===== src/verilog/ddrPkg.sv =====
package ddrPkg;

	// ============================================================
	// SDRAM commands in {RAS, CAS, WE} bit order.
	// ============================================================
	localparam logic [2:0] cmdLoadMode    = 3'b000;
	localparam logic [2:0] cmdAutoRefresh = 3'b001;
	localparam logic [2:0] cmdPrecharge   = 3'b010;
	localparam logic [2:0] cmdActivate    = 3'b011;
	localparam logic [2:0] cmdWrite       = 3'b100;
	localparam logic [2:0] cmdRead        = 3'b101;
	localparam logic [2:0] cmdNoop        = 3'b111;

	// Datasheet timing in clock cycles.
	localparam int tPowerUp = 26600;
	localparam int tRP      = 3;
	localparam int tMRD     = 2;
	localparam int tRFC     = 11;
	localparam int tRCD     = 3;
	localparam int tWR      = 3;
	localparam int tREFI    = 1040;

	// ============================================================
	// Register map and AXI responses.
	// ============================================================
	localparam logic [7:0] regCtrl   = 8'h00;
	localparam logic [7:0] regAddr   = 8'h04;
	localparam logic [7:0] regWdata  = 8'h08;
	localparam logic [7:0] regRdata  = 8'h0C;
	localparam logic [7:0] regStatus = 8'h10;
	localparam logic [7:0] regMode   = 8'h14;

	localparam logic [1:0] respOkay   = 2'b00;
	localparam logic [1:0] respSlvErr = 2'b10;

	localparam logic [1:0] opWrite    = 2'd0;
	localparam logic [1:0] opRead     = 2'd1;
	localparam logic [1:0] opLoadMode = 2'd2;

	// Bank 0 selects the base mode register.
	typedef struct packed {
		logic [1:0] bank;
		logic [5:0] opMode;
		logic [2:0] casLatency;
		logic       burstType;
		logic [2:0] burstLength;
	} baseModeWord;

	// Bank 1 selects the extended mode register.
	typedef struct packed {
		logic [1:0]  bank;
		logic [10:0] reserved;
		logic        driveStrength;
		logic        dllDisable;
	} extModeWord;

	typedef union packed {
		baseModeWord base;
		extModeWord  ext;
	} ddrModeWord;

	// CAS latency 2 and sequential bursts of two.
	localparam ddrModeWord defaultModeWord    = 15'b00_000000_010_0_001;
	// DLL on and full drive strength.
	localparam ddrModeWord defaultExtModeWord = 15'b01_00000000000_0_0;

endpackage

===== src/verilog/ddrTop.sv =====
`timescale 1ns/1ps

module ddrTop import ddrPkg::*; (
	input  logic        clk133_270,
	input  logic        starting,
	input  logic        awvalid,
	output logic        awready,
	input  logic [7:0]  awaddr,
	input  logic        wvalid,
	output logic        wready,
	input  logic [31:0] wdata,
	input  logic [3:0]  wstrb,
	output logic        bvalid,
	input  logic        bready,
	output logic [1:0]  bresp,
	input  logic        arvalid,
	output logic        arready,
	input  logic [7:0]  araddr,
	output logic        rvalid,
	input  logic        rready,
	output logic [31:0] rdata,
	output logic [1:0]  rresp,
	output logic        ras,
	output logic        cas,
	output logic        we,
	output logic        cs,
	output logic        cke,
	output logic [12:0] ddrAddr,
	output logic [1:0]  ddrBank,
	output logic [15:0] dqOut,
	output logic        dqOutEnable,
	input  logic [15:0] dqIn,
	output logic        dqs,
	output logic        dqsEnable
);
	// Register block to engine.
	logic        opStart;
	logic [1:0]  op;
	logic [24:0] accessAddr;
	logic [31:0] writeWord;
	ddrModeWord  modeWord;
	logic        busy;
	logic [31:0] readWord;
	logic        readDone;

	// Start-up sequencer to engine.
	logic [2:0]  initCommand;
	logic [12:0] initAddr;
	logic [1:0]  initBank;
	logic        initCke;
	logic        initDone;

	// Engine to data path.
	logic        writeStart;
	logic [31:0] writeData;
	logic        readStart;
	logic [2:0]  casLatency;
	logic [31:0] capturedWord;
	logic        captureDone;

	ddrRegs      iRegs      (.*);
	ddrInitSeq   iInitSeq   (.*);
	ddrCmdEngine iCmdEngine (.*);
	ddrDataPath  iDataPath  (.*);

endmodule


===== src/verilog/ddrDataPath.sv =====
`timescale 1ns/1ps

module ddrDataPath (
	input  logic        clk133_270,
	input  logic        starting,
	input  logic        writeStart,
	input  logic [31:0] writeData,
	input  logic        readStart,
	input  logic [2:0]  casLatency,
	output logic [15:0] dqOut,
	output logic        dqOutEnable,
	output logic        dqs,
	output logic        dqsEnable,
	input  logic [15:0] dqIn,
	output logic [31:0] capturedWord,
	output logic        captureDone
);
	logic        secondBeat;
	logic        postamble;
	logic [2:0]  readCount;
	logic        captureHigh;
	logic [15:0] lowBeat;

	// ============================================================
	// Write beats go out lower half first with DQS held one cycle past the data.
	// ============================================================
	always_ff @(posedge clk133_270 or posedge starting) begin
		if (starting) begin
			dqOutEnable <= 1'b0;
			dqsEnable   <= 1'b0;
			dqs         <= 1'b0;
			secondBeat  <= 1'b0;
			postamble   <= 1'b0;
		end else begin
			secondBeat <= writeStart;
			postamble  <= secondBeat;
			if (writeStart) begin
				dqOutEnable <= 1'b1;
				dqsEnable   <= 1'b1;
				dqs         <= 1'b1;
			end else if (secondBeat) begin
				dqs <= 1'b0;
			end else if (postamble) begin
				dqOutEnable <= 1'b0;
			end else begin
				dqsEnable <= 1'b0;
			end
		end
	end

	// Read capture counts CAS latency from the read command.
	always_ff @(posedge clk133_270 or posedge starting) begin
		if (starting) begin
			readCount   <= '0;
			captureHigh <= 1'b0;
			captureDone <= 1'b0;
		end else begin
			if (readStart)
				readCount <= casLatency;
			else if (readCount != 0)
				readCount <= readCount - 3'd1;
			captureHigh <= (readCount == 3'd1);
			captureDone <= captureHigh;
		end
	end

	always_ff @(posedge clk133_270) begin
		if (writeStart)
			dqOut <= writeData[15:0];
		else if (secondBeat)
			dqOut <= writeData[31:16];
		if (readCount == 3'd1)
			lowBeat <= dqIn;
		if (captureHigh)
			capturedWord <= {dqIn, lowBeat};
	end

	// The engine must never overlap a write burst with read data.
	assert property (@(posedge clk133_270) disable iff (starting)
		(readCount == 3'd1 || captureHigh) |-> !dqOutEnable);

endmodule


===== src/verilog/ddrCmdEngine.sv =====
`timescale 1ns/1ps

module ddrCmdEngine import ddrPkg::*; (
	input  logic        clk133_270,
	input  logic        starting,
	input  logic        opStart,
	input  logic [1:0]  op,
	input  logic [24:0] accessAddr,
	input  logic [31:0] writeWord,
	input  ddrModeWord  modeWord,
	output logic        busy,
	output logic [31:0] readWord,
	output logic        readDone,
	input  logic [2:0]  initCommand,
	input  logic [12:0] initAddr,
	input  logic [1:0]  initBank,
	input  logic        initCke,
	input  logic        initDone,
	output logic        ras,
	output logic        cas,
	output logic        we,
	output logic        cs,
	output logic        cke,
	output logic [12:0] ddrAddr,
	output logic [1:0]  ddrBank,
	output logic        writeStart,
	output logic [31:0] writeData,
	output logic        readStart,
	output logic [2:0]  casLatency,
	input  logic [31:0] capturedWord,
	input  logic        captureDone
);
	typedef enum logic [2:0] {
		stIdle, stActivate, stColumn, stRecovery, stPrecharge, stWait
	} engineState;

	engineState  state;
	logic [3:0]  waitCount;
	logic [2:0]  command;
	logic [12:0] cmdAddr;
	logic [1:0]  cmdBank;
	logic        opPending;
	logic        inRefresh;
	logic        refreshPending;
	logic [10:0] refreshCount;
	logic [1:0]  curOp;
	logic [24:0] curAddr;
	ddrModeWord  curMode;
	logic [1:0]  useOp;
	logic [24:0] useAddr;
	ddrModeWord  useMode;
	logic [2:0]  busCommand;

	// An access accepted straight from idle takes the request from the registers.
	assign useOp   = opStart ? op : curOp;
	assign useAddr = opStart ? accessAddr : curAddr;
	assign useMode = opStart ? modeWord : curMode;

	// The sequencer owns the pins until start-up completes.
	assign {ras, cas, we} = initDone ? command : initCommand;
	assign ddrAddr        = initDone ? cmdAddr : initAddr;
	assign ddrBank        = initDone ? cmdBank : initBank;
	assign cke            = initCke;
	assign cs             = ~initCke;
	assign busCommand     = {ras, cas, we};

	always_ff @(posedge clk133_270) begin
		if (opStart) begin
			curOp     <= op;
			curAddr   <= accessAddr;
			curMode   <= modeWord;
			writeData <= writeWord;
		end
		if (captureDone)
			readWord <= capturedWord;
	end

	always_ff @(posedge clk133_270 or posedge starting) begin
		if (starting) begin
			state          <= stIdle;
			waitCount      <= '0;
			command        <= cmdNoop;
			cmdAddr        <= '0;
			cmdBank        <= '0;
			busy           <= 1'b0;
			readDone       <= 1'b0;
			opPending      <= 1'b0;
			inRefresh      <= 1'b0;
			refreshPending <= 1'b0;
			refreshCount   <= '0;
			writeStart     <= 1'b0;
			readStart      <= 1'b0;
			casLatency     <= defaultModeWord.base.casLatency;
		end else begin
			command    <= cmdNoop;
			writeStart <= 1'b0;
			readStart  <= 1'b0;
			readDone   <= captureDone;
			if (opStart) begin
				busy      <= 1'b1;
				opPending <= 1'b1;
			end
			if (waitCount != 0)
				waitCount <= waitCount - 4'd1;
			case (state)
				stIdle: begin
					if (refreshPending) begin
						command        <= cmdAutoRefresh;
						refreshPending <= 1'b0;
						inRefresh      <= 1'b1;
						waitCount      <= 4'(tRFC - 1);
						state          <= stWait;
					end else if (opPending || opStart) begin
						opPending <= 1'b0;
						if (useOp == opLoadMode) begin
							command   <= cmdLoadMode;
							cmdAddr   <= useMode[12:0];
							cmdBank   <= useMode[14:13];
							waitCount <= 4'(tMRD - 1);
							state     <= stWait;
							if (useMode.base.bank == 2'd0)
								casLatency <= useMode.base.casLatency;
						end else begin
							command   <= cmdActivate;
							cmdAddr   <= useAddr[22:10];
							cmdBank   <= useAddr[24:23];
							waitCount <= 4'(tRCD - 1);
							state     <= stActivate;
						end
					end
				end
				stActivate: begin
					if (waitCount == 0) begin
						// A10 stays low so the column command has no auto precharge.
						cmdAddr <= {3'b000, curAddr[9:0]};
						if (curOp == opWrite) begin
							command    <= cmdWrite;
							writeStart <= 1'b1;
							waitCount  <= 4'(tWR - 2);
							state      <= stRecovery;
						end else begin
							command   <= cmdRead;
							readStart <= 1'b1;
							state     <= stColumn;
						end
					end
				end
				stColumn: begin
					if (captureDone)
						state <= stPrecharge;
				end
				// The count stops one short because stPrecharge adds the last cycle of tWR.
				stRecovery: begin
					if (waitCount == 0)
						state <= stPrecharge;
				end
				stPrecharge: begin
					command   <= cmdPrecharge;
					cmdAddr   <= '0;
					waitCount <= 4'(tRP - 1);
					state     <= stWait;
				end
				default: begin
					if (waitCount == 0) begin
						state <= stIdle;
						if (inRefresh)
							inRefresh <= 1'b0;
						else
							busy <= 1'b0;
					end
				end
			endcase
			if (initDone) begin
				if (refreshCount == 11'(tREFI - 1)) begin
					refreshCount   <= '0;
					refreshPending <= 1'b1;
				end else
					refreshCount <= refreshCount + 11'd1;
			end
		end
	end

	assert property (@(posedge clk133_270) disable iff (starting)
		busCommand == cmdActivate |=>
		(busCommand != cmdWrite && busCommand != cmdRead) [*tRCD-1]);

	assert property (@(posedge clk133_270) disable iff (starting)
		busCommand == cmdAutoRefresh |=> busCommand == cmdNoop [*tRFC-1]);

endmodule


===== src/verilog/ddrInitSeq.sv =====
`timescale 1ns/1ps

module ddrInitSeq import ddrPkg::*; (
	input  logic        clk133_270,
	input  logic        starting,
	output logic [2:0]  initCommand,
	output logic [12:0] initAddr,
	output logic [1:0]  initBank,
	output logic        initCke,
	output logic        initDone
);
	logic [14:0] powerCount;
	logic [2:0]  stepIdx;
	logic [3:0]  stepCount;
	logic [2:0]  stepCommand;
	logic [14:0] stepWord;
	logic [3:0]  stepDelay;

	// ============================================================
	// Start-up table of command, bank and address and the gap after it.
	// ============================================================
	always_comb begin
		stepCommand = cmdNoop;
		stepWord    = '0;
		stepDelay   = 4'd1;
		case (stepIdx)
			3'd0, 3'd3: begin
				// A10 high selects all banks.
				stepCommand = cmdPrecharge;
				stepWord    = 15'h0400;
				stepDelay   = 4'(tRP);
			end
			3'd1: begin
				stepCommand = cmdLoadMode;
				stepWord    = defaultExtModeWord;
				stepDelay   = 4'(tMRD);
			end
			3'd2, 3'd6: begin
				stepCommand = cmdLoadMode;
				stepWord    = defaultModeWord;
				stepDelay   = 4'(tMRD);
			end
			3'd4, 3'd5: begin
				stepCommand = cmdAutoRefresh;
				stepDelay   = 4'(tRFC);
			end
			default: ;
		endcase
	end

	// The cycle in which cke rises is the noop that opens the sequence.
	always_ff @(posedge clk133_270 or posedge starting) begin
		if (starting) begin
			powerCount  <= '0;
			stepIdx     <= '0;
			stepCount   <= '0;
			initCommand <= cmdNoop;
			initAddr    <= '0;
			initBank    <= '0;
			initCke     <= 1'b0;
			initDone    <= 1'b0;
		end else if (!initCke) begin
			powerCount <= powerCount + 15'd1;
			if (powerCount == 15'(tPowerUp - 1))
				initCke <= 1'b1;
		end else if (!initDone) begin
			initCommand <= cmdNoop;
			if (stepCount != 0) begin
				stepCount <= stepCount - 4'd1;
			end else if (stepIdx == 3'd7) begin
				initDone <= 1'b1;
			end else begin
				initCommand <= stepCommand;
				initAddr    <= stepWord[12:0];
				initBank    <= stepWord[14:13];
				stepCount   <= stepDelay - 4'd1;
				stepIdx     <= stepIdx + 3'd1;
			end
		end
	end

	assert property (@(posedge clk133_270) disable iff (starting)
		initDone |=> initDone);

endmodule


===== src/verilog/ddrRegs.sv =====
`timescale 1ns/1ps

module ddrRegs import ddrPkg::*; (
	input  logic        clk133_270,
	input  logic        starting,
	input  logic        awvalid,
	output logic        awready,
	input  logic [7:0]  awaddr,
	input  logic        wvalid,
	output logic        wready,
	input  logic [31:0] wdata,
	input  logic [3:0]  wstrb,
	output logic        bvalid,
	input  logic        bready,
	output logic [1:0]  bresp,
	input  logic        arvalid,
	output logic        arready,
	input  logic [7:0]  araddr,
	output logic        rvalid,
	input  logic        rready,
	output logic [31:0] rdata,
	output logic [1:0]  rresp,
	output logic        opStart,
	output logic [1:0]  op,
	output logic [24:0] accessAddr,
	output logic [31:0] writeWord,
	output ddrModeWord  modeWord,
	input  logic        busy,
	input  logic        initDone,
	input  logic [31:0] readWord,
	input  logic        readDone
);
	logic [31:0] readHold;
	logic [31:0] readData;
	logic        readErr;
	logic        writeErr;
	logic        writeAccept;

	function automatic logic [31:0] applyStrobes(input logic [31:0] oldVal,
		input logic [31:0] newVal, input logic [3:0] strobes);
		logic [31:0] merged;
		merged = oldVal;
		for (int i = 0; i < 4; i++) begin
			if (strobes[i])
				merged[i*8 +: 8] = newVal[i*8 +: 8];
		end
		return merged;
	endfunction

	assign writeAccept = awvalid && wvalid && !awready && !bvalid;

	// Control writes bounce until start-up is over and while an access runs.
	always_comb begin
		writeErr = 1'b0;
		if (awaddr == regCtrl)
			writeErr = busy || !initDone;
		else if (awaddr != regAddr && awaddr != regWdata && awaddr != regRdata &&
			awaddr != regStatus && awaddr != regMode)
			writeErr = 1'b1;
	end

	always_comb begin
		readErr  = 1'b0;
		readData = '0;
		case (araddr)
			regCtrl:   readData = {29'd0, op, 1'b0};
			regAddr:   readData = {7'd0, accessAddr};
			regWdata:  readData = writeWord;
			regRdata:  readData = readHold;
			regStatus: readData = {30'd0, busy, initDone};
			regMode:   readData = {17'd0, modeWord};
			default:   readErr = 1'b1;
		endcase
	end

	always_ff @(posedge clk133_270 or posedge starting) begin
		if (starting) begin
			awready    <= 1'b0;
			wready     <= 1'b0;
			bvalid     <= 1'b0;
			bresp      <= respOkay;
			arready    <= 1'b0;
			rvalid     <= 1'b0;
			rdata      <= '0;
			rresp      <= respOkay;
			opStart    <= 1'b0;
			op         <= opWrite;
			accessAddr <= '0;
			writeWord  <= '0;
			modeWord   <= defaultModeWord;
			readHold   <= '0;
		end else begin
			awready <= writeAccept;
			wready  <= writeAccept;
			arready <= arvalid && !arready && !rvalid;
			opStart <= 1'b0;
			if (bvalid && bready)
				bvalid <= 1'b0;
			if (rvalid && rready)
				rvalid <= 1'b0;
			if (awready) begin
				bvalid <= 1'b1;
				bresp  <= writeErr ? respSlvErr : respOkay;
				if (!writeErr) begin
					case (awaddr)
						regCtrl: begin
							if (wstrb[0]) begin
								op      <= wdata[2:1];
								opStart <= wdata[0];
							end
						end
						regAddr:  accessAddr <= 25'(applyStrobes({7'd0, accessAddr}, wdata, wstrb));
						regWdata: writeWord <= applyStrobes(writeWord, wdata, wstrb);
						regMode:  modeWord <= 15'(applyStrobes({17'd0, modeWord}, wdata, wstrb));
						default: ;
					endcase
				end
			end
			if (arready) begin
				rvalid <= 1'b1;
				rdata  <= readData;
				rresp  <= readErr ? respSlvErr : respOkay;
			end
			if (readDone)
				readHold <= readWord;
		end
	end

	// A write response is held until the master takes it.
	assert property (@(posedge clk133_270) disable iff (starting)
		bvalid && !bready |=> bvalid);

endmodule


===== config.mk =====
export PLATFORM = sky130hd
export DESIGN_NAME = ddrTop
export DESIGN_NICKNAME = d
export VERILOG_FILES = /design/src/verilog/ddrPkg.sv /design/src/verilog/ddrTop.sv /design/src/verilog/ddrDataPath.sv /design/src/verilog/ddrCmdEngine.sv /design/src/verilog/ddrInitSeq.sv /design/src/verilog/ddrRegs.sv
export SDC_FILE = /design/constraint.sdc
export NUM_CORES = 1
export LEC_CHECK = 0
export ABC_AREA = 1
export BUFFER_PORTS_ARGS = -buffer_cell sky130_fd_sc_hd__buf_2
export CORE_UTILIZATION = 40
export DETAILED_ROUTE_END_ITERATION = 6
export PLACE_DENSITY = 0.66
export SLEW_MARGIN = 20
export SYNTH_ARGS = -nofsm -noshare
export SYNTH_HDL_FRONTEND = slang
export SYNTH_SLANG_ARGS = --single-unit

===== constraint.sdc =====
create_clock -name clk133_270 -period 11.5 [get_ports clk133_270]
set_input_delay 2.3 -clock clk133_270 [delete_from_list [all_inputs] [get_ports clk133_270]]
set_output_delay 2.3 -clock clk133_270 [all_outputs]
set_load 0.05 [all_outputs]

==> flow_summary.ini, run 1 <==
[grt]
grt_pass1_vias = 11883
grt_use_total_pct = 20.0
grt_overflow = 0
grt_max_degree = 106
grt_pass1_wl_um = 67100
antenna_found_initial = 4

[pwr]
total_power_mw = 3.37
pwr-share-comb_pct = 11.3
clock_power_share_pct = 41.6
intPower_mw = 2.48
p_leak_nw = 9.45
switchingPower_mw = 0.894
peakVddDrop_v = 0.000132
power_frac_seq_pct = 47.1
swShare_pct = 26.5
p_per_area_nw_per_um2 = 173

[hold_path]
hold_start = iDataPath.secondBeat
holdPathEnd = iDataPath.postamble
min_path_cells = 0
hold_class = flop to flop

[sta]
rsz0062_at_grt = false
finalHoldViolations = 0
finalMaxSlewViolations = 0
finalWorstSetupSlack_ps = 6890
final.period_utilization_pct = 40.1
fmax_mhz = 217
setup_tns_ps = 0
setup-violations-final = 0
min_period_ps = 4610
worst_slew_pin_slew_ps = 1000
max-slew-margin-rel_pct = 33.0
skew_ps = 24.6

[clock_network]
post_cts_buffers = 0
cts_tree = yes
cts_root_buffer = clkbuf_16
cts_max_path_buffers = 3
clk_latency_ps = 560
numCtsBuffers = 43
path_clk_slew_ps = 60
cts_resized = 0
cts-htree-levels = 2
hold_buffers = 0
cts_sinks = 401

[place]
portBuffers = 152
place.gp.congestion = 0.926
place_inst = 2356
place_worst_setup_slack_ps = 6740
dp_hpwl_um = 30600

[setup_path]
cp-end-kind = output pin
slowest_stage = dfrtp_1
ff2ff_path_depth = 8
path_cells = inv_2, o21ai_0, buf_2
r2r_start = iRegs.opStart
r2r_end = iCmdEngine.casLatency[2]
worstPathArrival_ps = 2310
critPathMaxStageDelay_ps = 960
crit_fanout = 27
crit_type = flop to output pin
startpoint_type = flop
reg2reg_slack_ps = 7890
required_ps = 9200

[floorplanning]
core.rowCount = 74
start_util_pct = 40.9
coreArea_um2 = 41200
io_pins = 155
die_height_um = 207
die_w_um = 207
die_area_um2 = 43000

[flow_run]
max-cap-violations = 0

[logic_synthesis]
synth_edf_count = 138
ys_types = 50
synthFlopType = dfrtp_1
avgSynthCellArea_um2 = 9.83
async_flop_share_pct = 57.6
synthTopCellsByArea = dfrtp_1 (33%), edfxtp_1 (25%), nand2_1 (13%)
synth_top_cell_by_area = dfrtp_1
postSynthCellCount = 1715
synth_top_area_share_pct = 33.0
yosysWarnings = 0
ys_seq_area_share_pct = 62.8
syn-cell-area_um2 = 16900
synth_seq_cells = 401

[cells_and_area]
layout-drive-gt1-share_pct = 17.7
register_area_um2 = 10600
final_cell_mix = nand2_1 (597), dfrtp_1 (221), nand3_1 (173)
nFillCells = 3824
layout.nets = 1957
layout_commonest_cell = nand2_1
area_delta_synth_final_pct = 16.0
multi_input_area_um2 = 5360
finalNonFillerCells = 2438

[drt]
route.vias.total = 12380
ant_nets = 0
drt_iter0_drc = 1156
post_drt_wl_per_cell_um = 17.5
wl_um = 42700
route.detailed.drc = 0
via_per_inst = 5.08
firstDrtPassIters = 7

[run_status]
outcome = complete, no violations
## area by class of cell
| cell class | instances | area share, % |
|---|---|---|
| multi-input cells | 1095 | 27.4 |
| inverters | 163 | 3.17 |
| flip-flops and latches | 401 | 54.1 |
| repair buffers | 165 | 4.39 |
| diodes | 2 | 0.0256 |
| well taps | 532 | 3.41 |
| clock buffers | 58 | 6.05 |
| clock inverters | 22 | 1.41 |
## registers in the layout, summed over array words and instances, names as in the netlist, 3 cells and up
signal                   cells
iCmdEngine.curAddr          25
iCmdEngine.waitCount         4
iRegs.accessAddr            25
iInitSeq.powerCount         15
iCmdEngine.readWord         32
iDataPath.readCount          3
iInitSeq.stepCount           4
iRegs.modeWord              15
iInitSeq.stepIdx             3
iCmdEngine.cmdAddr          13
iRegs.writeWord             32
iDataPath.dqOut             16
iCmdEngine.curMode          15
iCmdEngine.writeData        32
iCmdEngine.state             3
iCmdEngine.command           3
iCmdEngine.casLatency        3
iCmdEngine.refreshCount     11
iInitSeq.initCommand         3
iDataPath.capturedWord      32
iDataPath.lowBeat           16
iRegs.readHold              32
iRegs.rdata                 32
## critical path, delay by kind of cell (launching register included)
family	cells	cell delay [ps]
flip-flops	1	960
buffers and inverters	2	550
AO/OA/AOI/OAI	1	240
## per-layer routing
layer | wire length [um] | track usage (%) | up-vias
met5 | 34 | 0 | -
met4 | 1360 | 7.00 | 6
met3 | 3800 | 5.17 | 101
met2 | 19000 | 29.6 | 494
met1 | 18500 | 28.3 | 5908
li1 | - | - | 5871
## Yosys cell counts (2+ instances only)
cell type  count
nand4_2        2
a22oi_1        3
nor2_2         9
a21oi_1        7
xor2_1        15
inv_1        149
o22ai_1        2
clkinv_1       2
nand3_2        2
buf_1          6
clkbuf_1      16
dfstp_2        9
or2_2         11
o211ai_1       5
nand3_1      173
nor3_1        13
or2_1          2
nor2_4        11
nand2_4        2
buf_6          7
buf_4          6
nand4_4        8
mux2_2        24
nand2_1      597
xnor2_1        2
dfrtp_1      222
nor3_2         3
o21ai_1       31
inv_2         11
edfxtp_1     138
nand4_1        7
ha_1          13
nand2_2        5
nor2_1        61
o21ai_0       70
and2_1         3
buf_2         22
dfxtp_1       32
o31ai_1        3
## worst max-delay path by stage
stage / slack [ps] / endpoint / depth (start not counted) / start
floorplan: 2880 / iCmdEngine.busy / 1 / starting
global placement: 6790 / iRegs.arready / 4 / starting
detailed placement: 6740 / iRegs.rvalid / 4 / starting
CTS: 6840 / ddrBank[0] / 3 / iInitSeq.initDone
global route: 6710 / ddrBank[0] / 3 / iInitSeq.initDone
finish: 6890 / ddrBank[0] / 3 / iInitSeq.initDone
## cell families after synthesis
group	share of synthesized area (%)
AOI/OAI and AO/OA	3.96
xor gates and xnor gates	0.884
adders and majority gates	0.965
buffers and inverters	5.52
DFF	62.8
muxes	1.60
other	0.0223
and+or+nand+nor	24.3
## metrics by stage
step,cell area [um^2],hold slack (ps),utilization [%]
finish,19500,399,47.4
global route,19500,422,47.4
CTS,19500,414,47.4
detailed placement,18100,401,43.9
global placement,18100,381,43.9
floorplan,16900,349,-
## power groups by stage
stage | Sequential, mW | Clock (mW) | Combinational, mW
after floorplan | 1.66 | 0 | 0.239
after global placement | 1.62 | 0 | 0.375
after detailed placement | 1.62 | 0 | 0.382
after CTS | 1.59 | 1.43 | 0.384
after global routing | 1.60 | 1.49 | 0.428
final | 1.59 | 1.40 | 0.380
(Power assumes the default switching activity.)
==> run 2: changes to the inputs <==
ABC_AREA = 0   (was 1)
PLACE_DENSITY = 0.69   (was 0.66)
clock period = 3.97 ns   (was 11.5 ns; I/O delays follow)
==> flow_summary.ini, run 2 <==
[grt]
busiest_layer = met2
antenna_found_initial = 5
grt_use_total_pct = 18.1
met2_usage_pct = 26.9
grt_max_degree = 89
grt_util_met1_pct = 25.9
grt_pass1_wl_um = 57000
grt_overflow = 0
grt_pass1_vias = 9670
grt_use_met3_pct = 3.35

[logic_synthesis]
yosysWarnings = 0
ys_seq_area_share_pct = 65.6
synthTopCellsByCount = dfrtp_1 (222), mux2_2 (181), edfxtp_1 (138)
avgSynthCellArea_um2 = 14.4
synth_seq_cells = 401
synth_top_cell_by_area = dfrtp_1
async_flop_share_pct = 57.6
synthFlopType = dfrtp_1
synth_edf_count = 138
syn-cell-area_um2 = 16100
postSynthCellCount = 1117
ys_types = 72
synthTopCellsByArea = dfrtp_1 (34%), edfxtp_1 (26%), mux2_2 (13%)
synth_top_area_share_pct = 34.4
yosys.cell_count.top_type = dfrtp_1

[clock_network]
cts-htree-levels = 2
cts_resized = 0
cts_root_buffer = clkbuf_16
hold_buffers = 0
post_cts_buffers = 0
cts_tree = yes
numCtsBuffers = 40
cts_max_path_buffers = 3
clk_latency_ps = 550
path_clk_slew_ps = 60
cts_sinks = 401

[setup_path]
cp-end-kind = output pin
critPathMaxStageDelay_ps = 920
required_ps = 3180
startpoint_type = flop
worstPathArrival_ps = 2320
path_cells = inv_1, nor2_1, buf_2
crit_fanout = 26
slowest_stage = dfrtp_1
crit_type = flop to output pin

[drt]
ant_nets = 0
firstDrtPassIters = 4
via_per_inst = 5.27
route.vias.total = 9652
wl_um = 36900
drt_iter0_drc = 625
post_drt_wl_per_cell_um = 20.1
route.detailed.drc = 0

[sta]
min_period_ps = 3110
worst_slew_pin_slew_ps = 880
finalMaxSlewViolations = 0
fmax_mhz = 321
setup_tns_ps = 0
finalHoldViolations = 0
max-slew-margin-rel_pct = 41.3
setup-violations-final = 0
skew_ps = 24.6
final.period_utilization_pct = 78.4
rsz0062_at_grt = false
whs_ps = 402

[pwr]
p_leak_nw = 8.15
switchingPower_mw = 2.42
peakVddDrop_v = 0.000314
p_per_area_nw_per_um2 = 496
intPower_mw = 6.86
pwr-share-comb_pct = 11.2
power_frac_seq_pct = 49.7
swShare_pct = 26.1
clock_power_share_pct = 39.1

[place]
dp_hpwl_um = 26300
portBuffers = 152
place.gp.congestion = 0.891

[hold_path]
hold_class = input pin to asynchronous set/reset pin

[flow_run]
max-cap-violations = 0

[floorplanning]
start_util_pct = 40.6
die_area_um2 = 41100
core.rowCount = 73
coreArea_um2 = 39700
io_pins = 155
die_w_um = 203
die_height_um = 203

[cells_and_area]
area_delta_synth_final_pct = 15.9
layout.nets = 1360
layout_commonest_cell = dfrtp_1
final_cell_mix = dfrtp_1 (221), mux2_2 (181), buf_2 (152)
layout-drive-gt1-share_pct = 34.4

[run_status]
outcome = complete, no violations
run 2: changes by cell type in the layout (fill, tap and decap cells not counted), moves of 12 or more:
cell / before / now
nand2_1: 597 / 54
nand3_1: 173 / 11
mux2_2: 24 / 181
inv_1: 148 / 35
o21ai_0: 70 / 22
mux2i_1: 0 / 33
o21ai_1: 31 / 1
o2bb2ai_1: 0 / 23
a21oi_1: 7 / 28
xnor2_1: 2 / 21
a31oi_1: 1 / 13
nor2_4: 12 / 0
o22ai_1: 2 / 14
run 2: layout make-up:
class,count,area [um^2]
diodes,1,2.50
clock inverters,21,165
clock buffers,53,1110
flip-flops and latches,401,10600
multi-input cells,625,5140
repair buffers,167,898
fillers,3463,21000
well taps,525,657
inverters,37,143
run 2: cell families after synthesis:
kind of cell / count (synthesis) / synth area share (%)
adders and majority gates: 13 / 1.01
buffers and inverters: 92 / 2.64
and+or+nand+nor: 206 / 7.07
xor gates and xnor gates: 26 / 1.41
other: 1 / 0.0232
muxes: 216 / 15.0
DFF: 401 / 65.6
AOI/OAI and AO/OA: 162 / 7.34
run 2: worst paths after layout:
kind	end	cells past startpoint	slack, ps	start
max reg2reg	iCmdEngine.casLatency[2]	4	1180	iRegs.opStart
max	ddrBank[1]	3	860	iInitSeq.initDone
min reg2reg	iDataPath.capturedWord[3]	0	410	iDataPath.lowBeat[3]
max in group asynchronous	iRegs.modeWord[5]	3	2620	starting
min in group clk133_270	iDataPath.capturedWord[3]	0	410	iDataPath.lowBeat[3]
min	iRegs.awready	2	400	starting
run 2: layer usage:
layer  routed length [um]  vias to the layer above
met5                   37                        -
met4                 1320                        6
met3                 2240                       77
met2                16500                      276
met1                16800                     4888
li1                     -                     4405
run 2: power by group through the flow:
stage	combinational, mW	clock (mW)	sequential [mW]
2_1_floorplan	0.671	0	4.78
3_3_place_gp	1.02	0	4.69
3_5_place_dp	1.04	0	4.69
4_1_cts	1.04	3.72	4.62
5_1_grt	1.13	3.86	4.64
6_report	1.04	3.63	4.62
run 2: per-stage QoR:
step	std cells	utilization [%]	setup slack (ps)	power [mW]	cell area (um^2)
2_1_floorplan	1118	-	161	5.45	16100
3_3_place_gp	1755	43.8	1130	5.71	17400
3_5_place_dp	1755	43.8	1080	5.73	17400
4_1_cts	1829	47.0	774	9.38	18700
5_1_grt	1829	47.1	696	9.63	18700
6_report	1830	47.1	857	9.28	18700
run 2: worst max-delay path: cells and delay by family, from the launching register on:
family        cells  cell delay (ps)
flops             1              920
buf+inv           2              660
simple gates      1              190
==> run 3: changes to the inputs <==
ABC_AREA = 1   (was 0)
PLACE_DENSITY = 0.66   (was 0.69)
clock period = 2.88 ns   (was 3.97 ns; I/O delays follow)
==> flow_summary.ini, run 3 (synthesis gave the netlist of run 1 again) <==
[drt]
route.vias.total = 12473
ant_nets = 0
via_per_inst = 5.08
drt_iter0_drc = 1182
route.detailed.drc = 0
post_drt_wl_per_cell_um = 17.9
wl_um = 44000
firstDrtPassIters = 6

[floorplanning]
coreArea_um2 = 41200
core.rowCount = 74
die_height_um = 207
die_w_um = 207
start_util_pct = 40.9
die_area_um2 = 43000
io_pins = 155

[grt]
grt_pass1_wl_um = 68700
antenna_found_initial = 7
grt_use_total_pct = 20.7
grt_max_degree = 87
grt_overflow = 0
grt_pass1_vias = 12059

[place]
place_worst_setup_slack_ps = 576
place.gp.congestion = 0.971
dp_hpwl_um = 32100
portBuffers = 152

[clock_network]
cts_sinks = 401
cts-htree-levels = 2
numCtsBuffers = 43
cts_tree = yes
clk_latency_ps = 580
cts_root_buffer = clkbuf_16
path_clk_slew_ps = 60
post_cts_buffers = 0
cts_max_path_buffers = 3

[cells_and_area]
area_delta_synth_final_pct = 16.8
final_cell_mix = nand2_1 (597), dfrtp_1 (221), nand3_1 (173)
layout_commonest_cell = nand2_1
layout-drive-gt1-share_pct = 18.1
layout.nets = 1972
nFillCells = 3741

[sta]
worst_slew_pin_slew_ps = 1060
final.period_utilization_pct = 85.8
finalWorstSetupSlack_ps = 410
skew_ps = 21.4
rsz0062_at_grt = false
fmax_mhz = 405
finalHoldViolations = 0
finalMaxSlewViolations = 0
setup-violations-final = 0
min_period_ps = 2470
max-slew-margin-rel_pct = 29.3

[setup_path]
worstPathArrival_ps = 1890
crit_type = flop to output pin
required_ps = 2300
cp-startpoint = iInitSeq.initDone
reg2reg_slack_ps = 670
crit_fanout = 18
cp-endpoint = ddrAddr[10]
ff2ff_path_depth = 7
cp-end-kind = output pin
startpoint_type = flop
r2r_start = iRegs.opStart
r2r_end = iCmdEngine.casLatency[0]

[pwr]
total_power_mw = 13.6
p_per_area_nw_per_um2 = 692
p_leak_nw = 9.54
peakVddDrop_v = 0.000421

[flow_run]
max-cap-violations = 0

[run_status]
outcome = complete, no violations

[hold_path]
hold_class = input pin to flop
## run 3: cell types whose count changed in the layout (fill, tap and decap cells not counted), moves of 33 or more
| cell | previous run | this run |
|---|---|---|
| o21ai_0 | 22 | 70 |
| mux2i_1 | 33 | 0 |
| nand2_1 | 54 | 597 |
| mux2_2 | 181 | 24 |
| nand3_1 | 11 | 173 |
| inv_1 | 35 | 148 |
## run 3: timing repair
item | CTS | global route
resized for setup | 0 | 0
hold endpoints to repair | 10 | 0
setup endpoints to repair | 0 | 0
hold buffers | 1 | 0
## run 3: worst min-delay path by stage
stage | start | endpoint | cells after the start | slack (ps)
detailed placement | iDataPath.secondBeat | iDataPath.postamble | 0 | 380
global route | dqIn[4] | iDataPath.lowBeat[4] | 1 | 190
global placement | iDataPath.secondBeat | iDataPath.postamble | 0 | 380
CTS | rready | iRegs.rvalid | 2 | 170
finish | rready | iRegs.rvalid | 2 | 190
floorplan | iCmdEngine.writeStart | iDataPath.secondBeat | 0 | 350
## run 3: layer usage
layer / vias to the layer above / share of wire (%) / GRT usage [%]
met1: 6072 / 45 / 28.9
met3: 88 / 7.8 / 5.16
li1: 5893 / - / -
met5: - / 0.079 / 0
met4: 6 / 3.0 / 7.72
met2: 414 / 44 / 31.2
## run 3: worst max-delay path, cell delays in order (launching register included)
cell and delay [ps]:
dfrtp_1 550, buf_4 310, nand2_1 120, nand2_1 80, buf_2 250
## run 3: final cells by class
class / instances / area (um^2) / area share (%)
sequential: 401 / 10600 / 53.8
multi-input combinational: 1095 / 5360 / 27.2
clock buffer: 59 / 1230 / 6.24
timing repair buffer: 180 / 1010 / 5.14
tap: 532 / 666 / 3.38
inverter: 163 / 617 / 3.13
clock inverter: 21 / 216 / 1.10
antenna: 3 / 7.51 / 0.0381
## run 3: per-stage QoR
step,hold WS [ps],setup TNS (ps),utilization [%],std cells,area [um^2]
finish,194,0,47.8,2454,19700
floorplan,349,-157750,-,1716,16900
global route,187,0,47.7,2452,19700
detailed placement,382,0,44.2,2370,18200
global placement,382,0,44.2,2370,18200
CTS,169,0,47.7,2451,19700
## run 3: power breakdown
| part | internal (mW) | switching [mW] |
|---|---|---|
| combinational | 0.447 | 1.12 |
| sequential | 6.22 | 0.191 |
| clock | 3.29 | 2.34 |
| total | 9.96 | 3.65 |
